[src/include/map_defs.svh]
`ifndef MAP_DEFS_SVH
`define MAP_DEFS_SVH

// PRG ROM address: outer bits, 6-bit 8K bank, 13-bit offset
`define MAP_PRG_AW 21

// CHR address: outer bits, A18, 8-bit 1K bank, 10-bit offset
`define MAP_CHR_AW 21

// multiplier and accumulator, $5800-$5803
`define MAP_MUL_BASE 16'h5800

// IRQ control, $C000-$C006
`define MAP_IRQ_BASE 16'hC000

// mode registers, $D000-$D003
`define MAP_MODE_BASE 16'hD000

`endif

[src/verilog/map_pkg.sv]
package map_pkg;

	// $8000-$8003, 8K PRG bank numbers
	typedef logic [3:0][6:0] prg_banks_t;

	// $9000-$9007 low byte, $A000-$A007 high byte
	typedef logic [7:0][15:0] chr_banks_t;

	// $B000-$B003 low byte, $B004-$B007 high byte
	typedef logic [3:0][15:0] nt_banks_t;

	typedef struct packed {
		logic [2:0] prg_mode;    // D000[2:0]
		logic [1:0] chr_mode;    // D000[4:3]
		logic       rom_ntb;     // D000[5]
		logic       rom_ntb_sel; // D000[6], rom for every nametable
		logic       rom_6000;    // D000[7], prg rom mapped at $6000
		logic [1:0] mir_mode;    // D001[1:0]
		logic       mir_ext;     // D001[3]
		logic [1:0] ntb_cmp;     // D002[7:6]
		logic [1:0] prg_outer;   // D003[2:1]
		logic [1:0] chr_outer;   // D003[4:3]
		logic       chr_a18_sel; // D003[5]
		logic       chr_a18;     // D003[0]
	} mode_regs_t;

	typedef enum logic [1:0] {
		IRQ_SRC_M2       = 2'd0,
		IRQ_SRC_A12_RISE = 2'd1,
		IRQ_SRC_OE_FALL  = 2'd2,
		IRQ_SRC_CPU_WR   = 2'd3
	} irq_src_t;

	typedef enum logic [1:0] {
		IRQ_HOLD = 2'd0,
		IRQ_UP   = 2'd1,
		IRQ_DOWN = 2'd2
	} irq_dir_t;

endpackage

[src/verilog/map_bus_if.sv]
`timescale 1ns/100ps

// sampled cpu bus plus the edge strobes derived from m2, a12 and ppu oe
interface map_bus_if;
	logic [15:0] cpu_addr;
	logic [7:0] cpu_dat;
	logic cpu_rw;
	logic m2_pe;  // one clk wide, cpu write commit point
	logic a12_pe; // ppu a12 rising
	logic oe_ne;  // ppu oe falling

	modport src (output cpu_addr, cpu_dat, cpu_rw, m2_pe, a12_pe, oe_ne);

	modport snk (input cpu_addr, cpu_dat, cpu_rw, m2_pe, a12_pe, oe_ne);

endinterface

[src/verilog/bus_sync.sv]
`timescale 1ns/100ps

module bus_sync (
	input logic clk,
	input logic map_rst,
	input logic m2,
	input logic ppu_a12,
	input logic ppu_oe,
	input logic cpu_rw,
	input logic [15:0] cpu_addr,
	input logic [7:0] cpu_dat,
	map_bus_if.src bus
);

	logic [7:0] m2_st;
	logic [7:0] a12_st;
	logic [7:0] oe_st;

	always_ff @(posedge clk)
	begin
		if (map_rst)
		begin
			m2_st <= '0;
			a12_st <= '0;
			oe_st <= '1; // oe idles high
		end
		else
		begin
			m2_st <= {m2_st[6:0], m2};
			a12_st <= {a12_st[6:0], ppu_a12};
			oe_st <= {oe_st[6:0], ppu_oe};
		end
	end

	// an edge counts only after seven stable samples, short glitches are ignored
	assign bus.m2_pe = m2_st == 8'b0111_1111;
	assign bus.a12_pe = a12_st == 8'b0111_1111;
	assign bus.oe_ne = oe_st == 8'b1000_0000;

	assign bus.cpu_addr = cpu_addr;
	assign bus.cpu_dat = cpu_dat;
	assign bus.cpu_rw = cpu_rw;

endmodule

[src/verilog/irq_counter.sv]
`timescale 1ns/100ps
`include "map_defs.svh"

module irq_counter import map_pkg::*; (
	input logic clk,
	input logic map_rst,
	map_bus_if.snk bus,
	output logic irq
);

	logic irq_en;
	logic irq_pend;
	logic [7:0] irq_mod;
	logic [7:0] irq_pre;
	logic [7:0] irq_ctr;
	logic [7:0] irq_xor; // write key
	logic wr;
	logic en_nxt;
	logic tick;
	logic [7:0] pmask;
	logic [7:0] pre_nxt;
	irq_src_t src;
	irq_dir_t dir;

	assign wr = bus.m2_pe && !bus.cpu_rw && ({bus.cpu_addr[15:11], 11'd0} == `MAP_IRQ_BASE);
	assign src = irq_src_t'(irq_mod[1:0]);
	assign dir = irq_dir_t'(irq_mod[7:6]);
	assign pmask = irq_mod[2] ? 8'h07 : 8'hff; // 3-bit prescaler
	assign pre_nxt = (dir == IRQ_DOWN) ? irq_pre - 8'd1 : irq_pre + 8'd1;
	assign irq = irq_pend;

	always_comb
	begin
		case (src)
			IRQ_SRC_M2: tick = bus.m2_pe;
			IRQ_SRC_A12_RISE: tick = bus.a12_pe;
			IRQ_SRC_OE_FALL: tick = bus.oe_ne;
			default: tick = bus.m2_pe && !bus.cpu_rw;
		endcase
	end

	always_comb
	begin
		en_nxt = irq_en;
		if (wr && bus.cpu_addr[2:0] == 3'd0)
			en_nxt = bus.cpu_dat[0];
		else if (wr && bus.cpu_addr[2:0] == 3'd2)
			en_nxt = 1'b0;
		else if (wr && bus.cpu_addr[2:0] == 3'd3)
			en_nxt = 1'b1;
	end

	always_ff @(posedge clk)
	begin
		if (map_rst)
		begin
			irq_en <= 1'b0;
			irq_pend <= 1'b0;
			irq_mod <= '0;
		end
		else
		begin
			irq_en <= en_nxt;
			if (wr)
			begin
				case (bus.cpu_addr[2:0])
					3'd1: irq_mod <= bus.cpu_dat;
					3'd4: irq_pre <= bus.cpu_dat ^ irq_xor;
					3'd5: irq_ctr <= bus.cpu_dat ^ irq_xor;
					3'd6: irq_xor <= bus.cpu_dat;
					default:
					begin
					end
				endcase
			end
			if (irq_en && !en_nxt)
			begin
				irq_pre <= '0;
				irq_pend <= 1'b0;
			end
			else if (irq_en && tick && (dir == IRQ_UP || dir == IRQ_DOWN))
			begin
				irq_pre <= pre_nxt;
				if (dir == IRQ_UP && (pre_nxt & pmask) == 8'h00)
				begin
					irq_ctr <= irq_ctr + 8'd1;
					if (irq_ctr == 8'hff)
						irq_pend <= 1'b1;
				end
				if (dir == IRQ_DOWN && (pre_nxt & pmask) == pmask)
				begin
					irq_ctr <= irq_ctr - 8'd1;
					if (irq_ctr == 8'h00)
						irq_pend <= 1'b1;
				end
			end
		end
	end

endmodule

[src/verilog/map_090.sv]
`timescale 1ns/100ps
`include "map_defs.svh"

module map_090 import map_pkg::*; (
	input logic clk,
	input logic map_rst,
	input logic m2,
	input logic [15:0] cpu_addr,
	input logic [7:0] cpu_dat,
	input logic cpu_rw,
	input logic [13:0] ppu_addr,
	input logic ppu_oe,
	output logic [`MAP_PRG_AW-1:0] prg_addr,
	output logic [`MAP_CHR_AW-1:0] chr_addr,
	output logic ciram_a10,
	output logic ciram_ce,
	output logic rom_ce,
	output logic ram_ce,
	output logic ram_we,
	output logic irq,
	output logic [7:0] map_cpu_dout,
	output logic map_cpu_oe
);

	map_bus_if bus ();

	prg_banks_t prg_banks;
	chr_banks_t chr_banks;
	nt_banks_t nt_banks;
	mode_regs_t mode;

	bus_sync u_bus_sync (
		.clk(clk),
		.map_rst(map_rst),
		.m2(m2),
		.ppu_a12(ppu_addr[12]),
		.ppu_oe(ppu_oe),
		.cpu_rw(cpu_rw),
		.cpu_addr(cpu_addr),
		.cpu_dat(cpu_dat),
		.bus(bus.src)
	);

	map_regs u_map_regs (
		.clk(clk),
		.map_rst(map_rst),
		.bus(bus.snk),
		.prg_banks(prg_banks),
		.chr_banks(chr_banks),
		.nt_banks(nt_banks),
		.mode(mode)
	);

	// address translation works on the live bus, no sampling delay
	prg_chr_map u_prg_chr_map (
		.cpu_addr(cpu_addr),
		.cpu_rw(cpu_rw),
		.ppu_addr(ppu_addr),
		.prg_banks(prg_banks),
		.chr_banks(chr_banks),
		.nt_banks(nt_banks),
		.mode(mode),
		.prg_addr(prg_addr),
		.chr_addr(chr_addr),
		.ciram_a10(ciram_a10),
		.ciram_ce(ciram_ce),
		.rom_ce(rom_ce),
		.ram_ce(ram_ce),
		.ram_we(ram_we)
	);

	irq_counter u_irq_counter (
		.clk(clk),
		.map_rst(map_rst),
		.bus(bus.snk),
		.irq(irq)
	);

	mul_acc u_mul_acc (
		.clk(clk),
		.map_rst(map_rst),
		.bus(bus.snk),
		.map_cpu_dout(map_cpu_dout),
		.map_cpu_oe(map_cpu_oe)
	);

endmodule

[src/verilog/map_regs.sv]
`timescale 1ns/100ps
`include "map_defs.svh"

module map_regs import map_pkg::*; (
	input logic clk,
	input logic map_rst,
	map_bus_if.snk bus,
	output prg_banks_t prg_banks,
	output chr_banks_t chr_banks,
	output nt_banks_t nt_banks,
	output mode_regs_t mode
);

	logic wr;
	logic mode_wr;

	assign wr = bus.m2_pe && !bus.cpu_rw;
	assign mode_wr = wr && ({bus.cpu_addr[15:11], 11'd0} == `MAP_MODE_BASE);

	// bank registers, each window is 2K wide and mirrored inside
	always_ff @(posedge clk)
	begin
		if (wr)
		begin
			case ({bus.cpu_addr[15:11], 11'd0})
				16'h8000:
				begin
					prg_banks[bus.cpu_addr[1:0]] <= bus.cpu_dat[6:0];
				end
				16'h9000:
				begin
					chr_banks[bus.cpu_addr[2:0]][7:0] <= bus.cpu_dat;
				end
				16'hA000:
				begin
					chr_banks[bus.cpu_addr[2:0]][15:8] <= bus.cpu_dat;
				end
				16'hB000:
				begin
					if (bus.cpu_addr[2])
						nt_banks[bus.cpu_addr[1:0]][15:8] <= bus.cpu_dat;
					else
						nt_banks[bus.cpu_addr[1:0]][7:0] <= bus.cpu_dat;
				end
				default:
				begin
				end
			endcase
		end
	end

	always_ff @(posedge clk)
	begin
		if (map_rst)
		begin
			mode <= '0;
		end
		else if (mode_wr)
		begin
			case (bus.cpu_addr[1:0])
				2'd0:
				begin
					mode.prg_mode <= bus.cpu_dat[2:0];
					mode.chr_mode <= bus.cpu_dat[4:3];
					mode.rom_ntb <= bus.cpu_dat[5];
					mode.rom_ntb_sel <= bus.cpu_dat[6];
					mode.rom_6000 <= bus.cpu_dat[7];
				end
				2'd1:
				begin
					mode.mir_mode <= bus.cpu_dat[1:0];
					mode.mir_ext <= bus.cpu_dat[3];
				end
				2'd2:
				begin
					mode.ntb_cmp <= bus.cpu_dat[7:6]; // rest of D002 not stored
				end
				default:
				begin
					mode.chr_a18 <= bus.cpu_dat[0];
					mode.prg_outer <= bus.cpu_dat[2:1];
					mode.chr_outer <= bus.cpu_dat[4:3];
					mode.chr_a18_sel <= bus.cpu_dat[5];
				end
			endcase
		end
	end

endmodule

[src/verilog/mul_acc.sv]
`timescale 1ns/100ps
`include "map_defs.svh"

module mul_acc (
	input logic clk,
	input logic map_rst,
	map_bus_if.snk bus,
	output logic [7:0] map_cpu_dout,
	output logic map_cpu_oe
);

	logic [7:0] mul_arg0;
	logic [7:0] mul_arg1;
	logic mul_req; // product stale
	logic [15:0] mul_rez;
	logic [7:0] acc;
	logic [7:0] acc_test;
	logic wr;
	logic rd_win;

	assign wr = bus.m2_pe && !bus.cpu_rw && ({bus.cpu_addr[15:11], 11'd0} == `MAP_MUL_BASE);
	assign rd_win = {bus.cpu_addr[15:2], 2'b00} == `MAP_MUL_BASE; // reads not mirrored

	always_ff @(posedge clk)
	begin
		if (map_rst)
		begin
			mul_req <= 1'b0;
			acc <= '0;
		end
		else if (bus.m2_pe)
		begin
			if (mul_req)
			begin
				mul_rez <= mul_arg0 * mul_arg1;
				mul_req <= 1'b0;
			end
			// a new operand write wins over the clear above
			if (wr)
			begin
				case (bus.cpu_addr[1:0])
					2'd0:
					begin
						mul_arg0 <= bus.cpu_dat;
						mul_req <= 1'b1;
					end
					2'd1:
					begin
						mul_arg1 <= bus.cpu_dat;
						mul_req <= 1'b1;
					end
					2'd2: acc <= acc + bus.cpu_dat;
					default:
					begin
						acc <= '0;
						acc_test <= bus.cpu_dat;
					end
				endcase
			end
		end
	end

	assign map_cpu_oe = bus.cpu_rw && rd_win;

	always_comb
	begin
		case (bus.cpu_addr[1:0])
			2'd0: map_cpu_dout = mul_rez[7:0];
			2'd1: map_cpu_dout = mul_rez[15:8];
			2'd2: map_cpu_dout = acc;
			default: map_cpu_dout = acc_test;
		endcase
	end

endmodule

[src/verilog/prg_chr_map.sv]
`timescale 1ns/100ps
`include "map_defs.svh"

module prg_chr_map import map_pkg::*; (
	input logic [15:0] cpu_addr,
	input logic cpu_rw,
	input logic [13:0] ppu_addr,
	input prg_banks_t prg_banks,
	input chr_banks_t chr_banks,
	input nt_banks_t nt_banks,
	input mode_regs_t mode,
	output logic [`MAP_PRG_AW-1:0] prg_addr,
	output logic [`MAP_CHR_AW-1:0] chr_addr,
	output logic ciram_a10,
	output logic ciram_ce,
	output logic rom_ce,
	output logic ram_ce,
	output logic ram_we
);

	logic [6:0] prg_8k;
	logic [6:0] prg_rev;
	logic [6:0] prg_sw;
	logic [6:0] prg_bank;
	logic [8:0] chr_map;
	logic chr_hi;
	logic [1:0] nt_q;
	logic ce_6000;

	assign nt_q = ppu_addr[11:10];
	assign ce_6000 = cpu_addr[15:13] == 3'b011;
	assign prg_8k = prg_banks[cpu_addr[14:13]];

	always_comb
	begin
		for (int i = 0; i < 7; i++)
			prg_rev[i] = prg_8k[6 - i];
	end

	// modes 4-7 fully switchable, modes 0-3 pin the last window to the top bank
	always_comb
	begin
		case (mode.prg_mode[1:0])
			2'd0: prg_sw = {prg_banks[3][4:0], cpu_addr[14:13]}; // 32K
			2'd1: prg_sw = cpu_addr[14] ? {prg_banks[3][5:0], cpu_addr[13]}
				: {prg_banks[1][5:0], cpu_addr[13]}; // 16K
			2'd2: prg_sw = prg_8k;
			default: prg_sw = prg_rev;
		endcase
		prg_bank = prg_sw;
		if (!mode.prg_mode[2])
		begin
			case (mode.prg_mode[1:0])
				2'd0:
				begin
					if (cpu_addr[15])
						prg_bank = {5'h1f, cpu_addr[14:13]};
				end
				2'd1:
				begin
					if (cpu_addr[15:14] == 2'b11)
						prg_bank = {6'h3f, cpu_addr[13]};
				end
				default:
				begin
					if (cpu_addr[15:13] == 3'b111)
						prg_bank = 7'h7f;
				end
			endcase
		end
	end

	assign prg_addr = {mode.prg_outer, prg_bank[5:0], cpu_addr[12:0]};

	always_comb
	begin
		case (mode.chr_mode)
			2'd0: chr_map = {chr_banks[0][5:0], ppu_addr[12:10]}; // 8K
			2'd1: chr_map = {chr_banks[{ppu_addr[12], 2'b00}][6:0], ppu_addr[11:10]}; // 4K
			2'd2: chr_map = {chr_banks[{ppu_addr[12:11], 1'b0}][7:0], ppu_addr[10]}; // 2K
			default: chr_map = chr_banks[ppu_addr[12:10]][8:0]; // 1K
		endcase
	end

	assign chr_hi = mode.chr_a18_sel ? chr_map[8] : mode.chr_a18;

	// nametable fetches take the $B00X bank instead of a chr bank
	assign chr_addr = ppu_addr[13] ? {2'b00, nt_banks[nt_q][8:0], ppu_addr[9:0]}
		: {mode.chr_outer, chr_hi, chr_map[7:0], ppu_addr[9:0]};

	always_comb
	begin
		if (mode.mir_ext)
			ciram_a10 = nt_banks[nt_q][0]; // per-quarter select
		else if (mode.mir_mode == 2'd0)
			ciram_a10 = ppu_addr[10]; // vertical
		else if (mode.mir_mode == 2'd1)
			ciram_a10 = ppu_addr[11]; // horizontal
		else
			ciram_a10 = mode.mir_mode[0]; // single screen
	end

	// ciram_ce is active low like the cartridge pin
	always_comb
	begin
		if (!ppu_addr[13])
			ciram_ce = 1'b1;
		else if (!mode.rom_ntb)
			ciram_ce = 1'b0;
		else if (mode.rom_ntb_sel)
			ciram_ce = 1'b1;
		else
			ciram_ce = mode.ntb_cmp[1] != nt_banks[nt_q][7]; // rom when bit 7 differs
	end

	assign rom_ce = cpu_addr[15] | (ce_6000 & mode.rom_6000);
	assign ram_ce = ce_6000 & !mode.rom_6000;
	assign ram_we = ram_ce & !cpu_rw;

endmodule
[config.mk]
export PLATFORM = sky130hd
export DESIGN_NAME = map_090
export DESIGN_NICKNAME = d
export VERILOG_FILES = /design/src/verilog/map_pkg.sv /design/src/verilog/map_bus_if.sv /design/src/verilog/bus_sync.sv /design/src/verilog/irq_counter.sv /design/src/verilog/map_090.sv /design/src/verilog/map_regs.sv /design/src/verilog/mul_acc.sv /design/src/verilog/prg_chr_map.sv
export VERILOG_INCLUDE_DIRS = /design/src /design/src/include
export SDC_FILE = /design/constraint.sdc
export NUM_CORES = 1
export LEC_CHECK = 0
export BUFFER_PORTS_ARGS = -buffer_cell sky130_fd_sc_hd__buf_4
export CORE_AREA = 2 2 196 159
export DETAILED_ROUTE_END_ITERATION = 6
export DIE_AREA = 0 0 198 161
export PLACE_DENSITY = 0.68
export SETUP_SLACK_MARGIN = 0.5
export SLEW_MARGIN = 20
export SYNTH_ARGS = -nofsm -noshare
export SYNTH_HDL_FRONTEND = slang
export SYNTH_SLANG_ARGS = --single-unit
[constraint.sdc]
create_clock -name clk -period 6.3 [get_ports clk]
set_input_delay 0.63 -clock clk [delete_from_list [all_inputs] [get_ports clk]]
set_output_delay 0.63 -clock clk [all_outputs]
set_load 0.02 [all_outputs]
==> results.md <==
* Initial antenna violation count at 0
* Final setup viols at 0
* Slew margin rel. at 0.291
* Worst hold slack at 0.281 ns
* Critical path class: register to register
* Core Footprint at 0.0300 mm^2
* Setup crit end kind: register
* Final period utilization at 0.792
* # clock sinks at 258
* Clk_lat worst skew at 0.53 ns
* H-tree depth at 1
* Flop-to-flop setup slack at 1.31 ns
* Placed Instances at 1690
* DIE HEIGHT at 161 um
* Dominant synthesized flop cell: edfxtp_1
* I/O pins at 100
* Hold Fails Final Rpt at 0
* Final Skew at 0.00736 ns
* Syn Std Cell Area at 0.0148 mm^2
* CTS buffer count at 27
* Maximum VDD drop at 210 uV
* Syn_nets at 1421
* Unique cell type count in the Yosys netlist at 75
* Starting density of the core at 0.492
* Clock root cell: clkbuf_16
* All-Layer GR Usage at 0.231
* Postcts setup bufs at 0
* Worst-path clk slew at 0.06 ns
* CTS Hold Buffers Added at 0
* Total grt overflow at 0
* Data arrival, critical path at 5.27 ns
* DP Wirelength at 24800 um
* IO Port Bufs at 79
* CP Data Required Time at 6.58 ns
* Wire length per cell at 20.7 um
* DR iter-0 viols at 947
* Post-synthesis sequential area ratio at 0.485
* Met2 usage at 0.353
* First-pass GRT wire length at 56600 um
* Largest net degree at the start of global routing at 63
* Flops & latches, synth at 258
* Area Overhead vs Synth at 11.1%
* Number of flops mapped to enable cells by yosys at 200
* Max cap viols at 0
* Max Fclk at 200 MHz
* CTS Buffer Depth at 3
* Leak pwr at 0.00612 uW
* Min Tclk post-route at 4.99 ns
* Worst Path Max Fanout at 8
* Die width at 198 um
* Final TNS setup at 0 ns
* Post-Synthesis Cells at 1284
* Worst Setup Start Kind: register
* Outcome: completed
* Row Count at 57
* Number of global-route vias before repair at 9797
* Least-Margin Pin Slew at 1.06 ns
* Die area at 0.0319 mm^2
* Post-CTS Resized at 0
* Via count at 9978
* Reg2Reg Depth at 14
* Number of diodes at 0
* Share of cells above drive strength 1 at 0.152
* Final routed DRC violation total at 0
* Layout fillers at 2546
* Worst Hold Class: primary input to register
* Post-Layout Cell Count at 1739
* Vias/cell at 5.74
* RSZ-0062 raised after global routing: no
* Hold Path Cell Cnt at 2
* GR Util met3 at 0.0447
* Final net count at 1443
* Met1 Track Usage GR at 0.344
* Slew Viols, Final at 0
* Pwr dens at 228 mW/mm^2
* GPL Wtd Cong at 0.860
* CTS tree: built
* Number of routed nets with antenna violations at 0
* Routed WL at 35900 um
* Yosys warnings at 0
* Initial DRT Pass Iterations at 4
* Most Crowded Layer GR: met2
* Syn Area/Cell at 11.5 um^2
* Share of synthesized flip-flops with an asynchronous set or reset at 0
cells by family (layout without fill, tap and decap cells):
logic type	count (synthesis)	after routing	synth area share
buffers and inverters	162	204	0.0489
XOR/XNOR	43	43	0.0255
adder cells (fa/ha/maj)	94	94	0.0989
multiplexers	82	82	0.0967
AO/OA/AOI/OAI	167	167	0.0746
flip-flops	258	258	0.485
AND/OR/NAND/NOR	478	478	0.170
power breakdown:
group | switching, uW | total (uW) | internal, uW
Clock | 661 | 1690 | 1030
Combinational | 136 | 218 | 81.7
Sequential | 6.63 | 1830 | 1830
Total | 804 | 3740 | 2940
per-layer routing:
| layer | vias up | wire length, um |
|---|---|---|
| met5 | - | 0 |
| met2 | 341 | 16100 |
| met1 | 4964 | 16400 |
| li1 | 4624 | - |
| met4 | 0 | 765 |
| met3 | 49 | 2590 |
registers in the layout (all words and copies together) (netlist names):
register and count:
u_bus_sync.a12_st 8, u_bus_sync.m2_st 8, u_bus_sync.oe_st 8, u_irq_counter.irq 1
u_irq_counter.irq_ctr 8, u_irq_counter.irq_en 1, u_irq_counter.irq_mod 5, u_irq_counter.irq_pre 8
u_irq_counter.irq_xor 8, u_map_regs.chr_banks 72, u_map_regs.mode 18, u_map_regs.nt_banks 36
u_map_regs.prg_banks 28, u_mul_acc.acc 8, u_mul_acc.acc_test 8, u_mul_acc.mul_arg0 8
u_mul_acc.mul_arg1 8, u_mul_acc.mul_req 1, u_mul_acc.mul_rez 16
synthesized netlist by cell type (4+ instances only):
cell type / number / area (um^2)
nor4_1: 6 / 37.5
a211oi_1: 5 / 37.5
a22oi_1: 11 / 82.6
clkbuf_1: 51 / 191
edfxtp_1: 200 / 6010
nand2b_1: 6 / 37.5
a21oi_1: 43 / 215
nand3_1: 24 / 120
buf_1: 5 / 18.8
ha_1: 56 / 701
nand2_1: 89 / 334
fa_1: 38 / 761
dfxtp_1: 58 / 1160
and3_1: 31 / 194
and2_1: 113 / 707
buf_2: 7 / 35.0
mux2i_1: 28 / 280
xor2_1: 12 / 105
a31oi_1: 7 / 43.8
mux4_2: 48 / 1080
nor2b_1: 30 / 188
or2_2: 10 / 62.6
nor2_1: 111 / 417
o21ai_0: 35 / 175
o211ai_1: 5 / 37.5
buf_4: 28 / 210
a21o_1: 6 / 45.0
o22ai_1: 18 / 113
nor3_1: 21 / 105
xnor2_1: 31 / 272
mux2_2: 6 / 67.6
inv_1: 69 / 259
nand4_1: 5 / 31.3
o21a_1: 6 / 45.0
or3_1: 4 / 25.0
layout by cell type, fill, tap and decap left out, drive strengths merged, types with 4 or more instances in the layout:
cell | Yosys | final
a211oi | 6 | 6
a21o | 6 | 6
nor4 | 6 | 6
and2 | 113 | 113
nor2 | 111 | 111
nor2b | 30 | 30
and3 | 31 | 31
or2 | 12 | 12
mux2 | 6 | 6
fa | 38 | 38
mux2i | 28 | 28
o22ai | 18 | 18
inv | 69 | 70
xor2 | 12 | 12
clkinv | 1 | 13
buf | 40 | 85
clkbuf | 52 | 30
edfxtp | 200 | 200
ha | 56 | 56
a221oi | 4 | 4
nand3 | 24 | 24
nand2b | 6 | 6
mux4 | 48 | 48
nor3b | 4 | 4
nand4 | 6 | 6
nor3 | 22 | 22
a31oi | 7 | 7
a21oi | 43 | 43
nand2 | 89 | 89
o21a | 6 | 6
dfxtp | 58 | 58
o21ai | 36 | 36
or3 | 4 | 4
xnor2 | 31 | 31
o211ai | 5 | 5
a22oi | 11 | 11
bufinv | 0 | 6
path summary, 6_finish.rpt:
path,from,end
setup / recovery,u_mul_acc.mul_arg0[1],u_mul_acc.mul_rez[15]
hold / removal,ppu_oe,u_bus_sync.oe_st[0]
setup reg to reg,u_mul_acc.mul_arg0[1],u_mul_acc.mul_rez[15]
hold reg to reg,u_bus_sync.oe_st[3],u_bus_sync.oe_st[4]
area by class of cell:
| type | instances | area, um^2 | area share |
|---|---|---|---|
| inverter | 70 | 263 | 0.0160 |
| timing repair buffer | 85 | 638 | 0.0389 |
| multi-input combinational | 864 | 6900 | 0.420 |
| sequential | 258 | 7170 | 0.437 |
| tap | 413 | 517 | 0.0315 |
| clock buffer | 30 | 687 | 0.0419 |
| clock inverter | 19 | 244 | 0.0149 |
worst max-delay path: stages (launching register included):
cell and delay, ns:
edfxtp_1 0.49, and2_1 0.23, fa_1 0.45, fa_1 0.55, inv_1 0.05, fa_1 0.47, fa_1 0.55, inv_1 0.04
ha_1 0.32, o21a_1 0.13, o21ai_0 0.34, a311oi_1 0.15, a2111oi_0 0.61, a21oi_1 0.17, xnor2_1 0.17
metrics by stage:
stage	total power [uW]	utilization	cell area (um^2)	setup slack [ns]
detailed placement	2090	0.515	15500	1.33
global placement	2090	0.515	15500	1.38
finish	3740	0.547	16400	1.31
floorplan	2020	-	14800	1.75
global route	3850	0.547	16400	1.02
CTS	3770	0.546	16400	1.31
(Power assumes the default switching activity.)
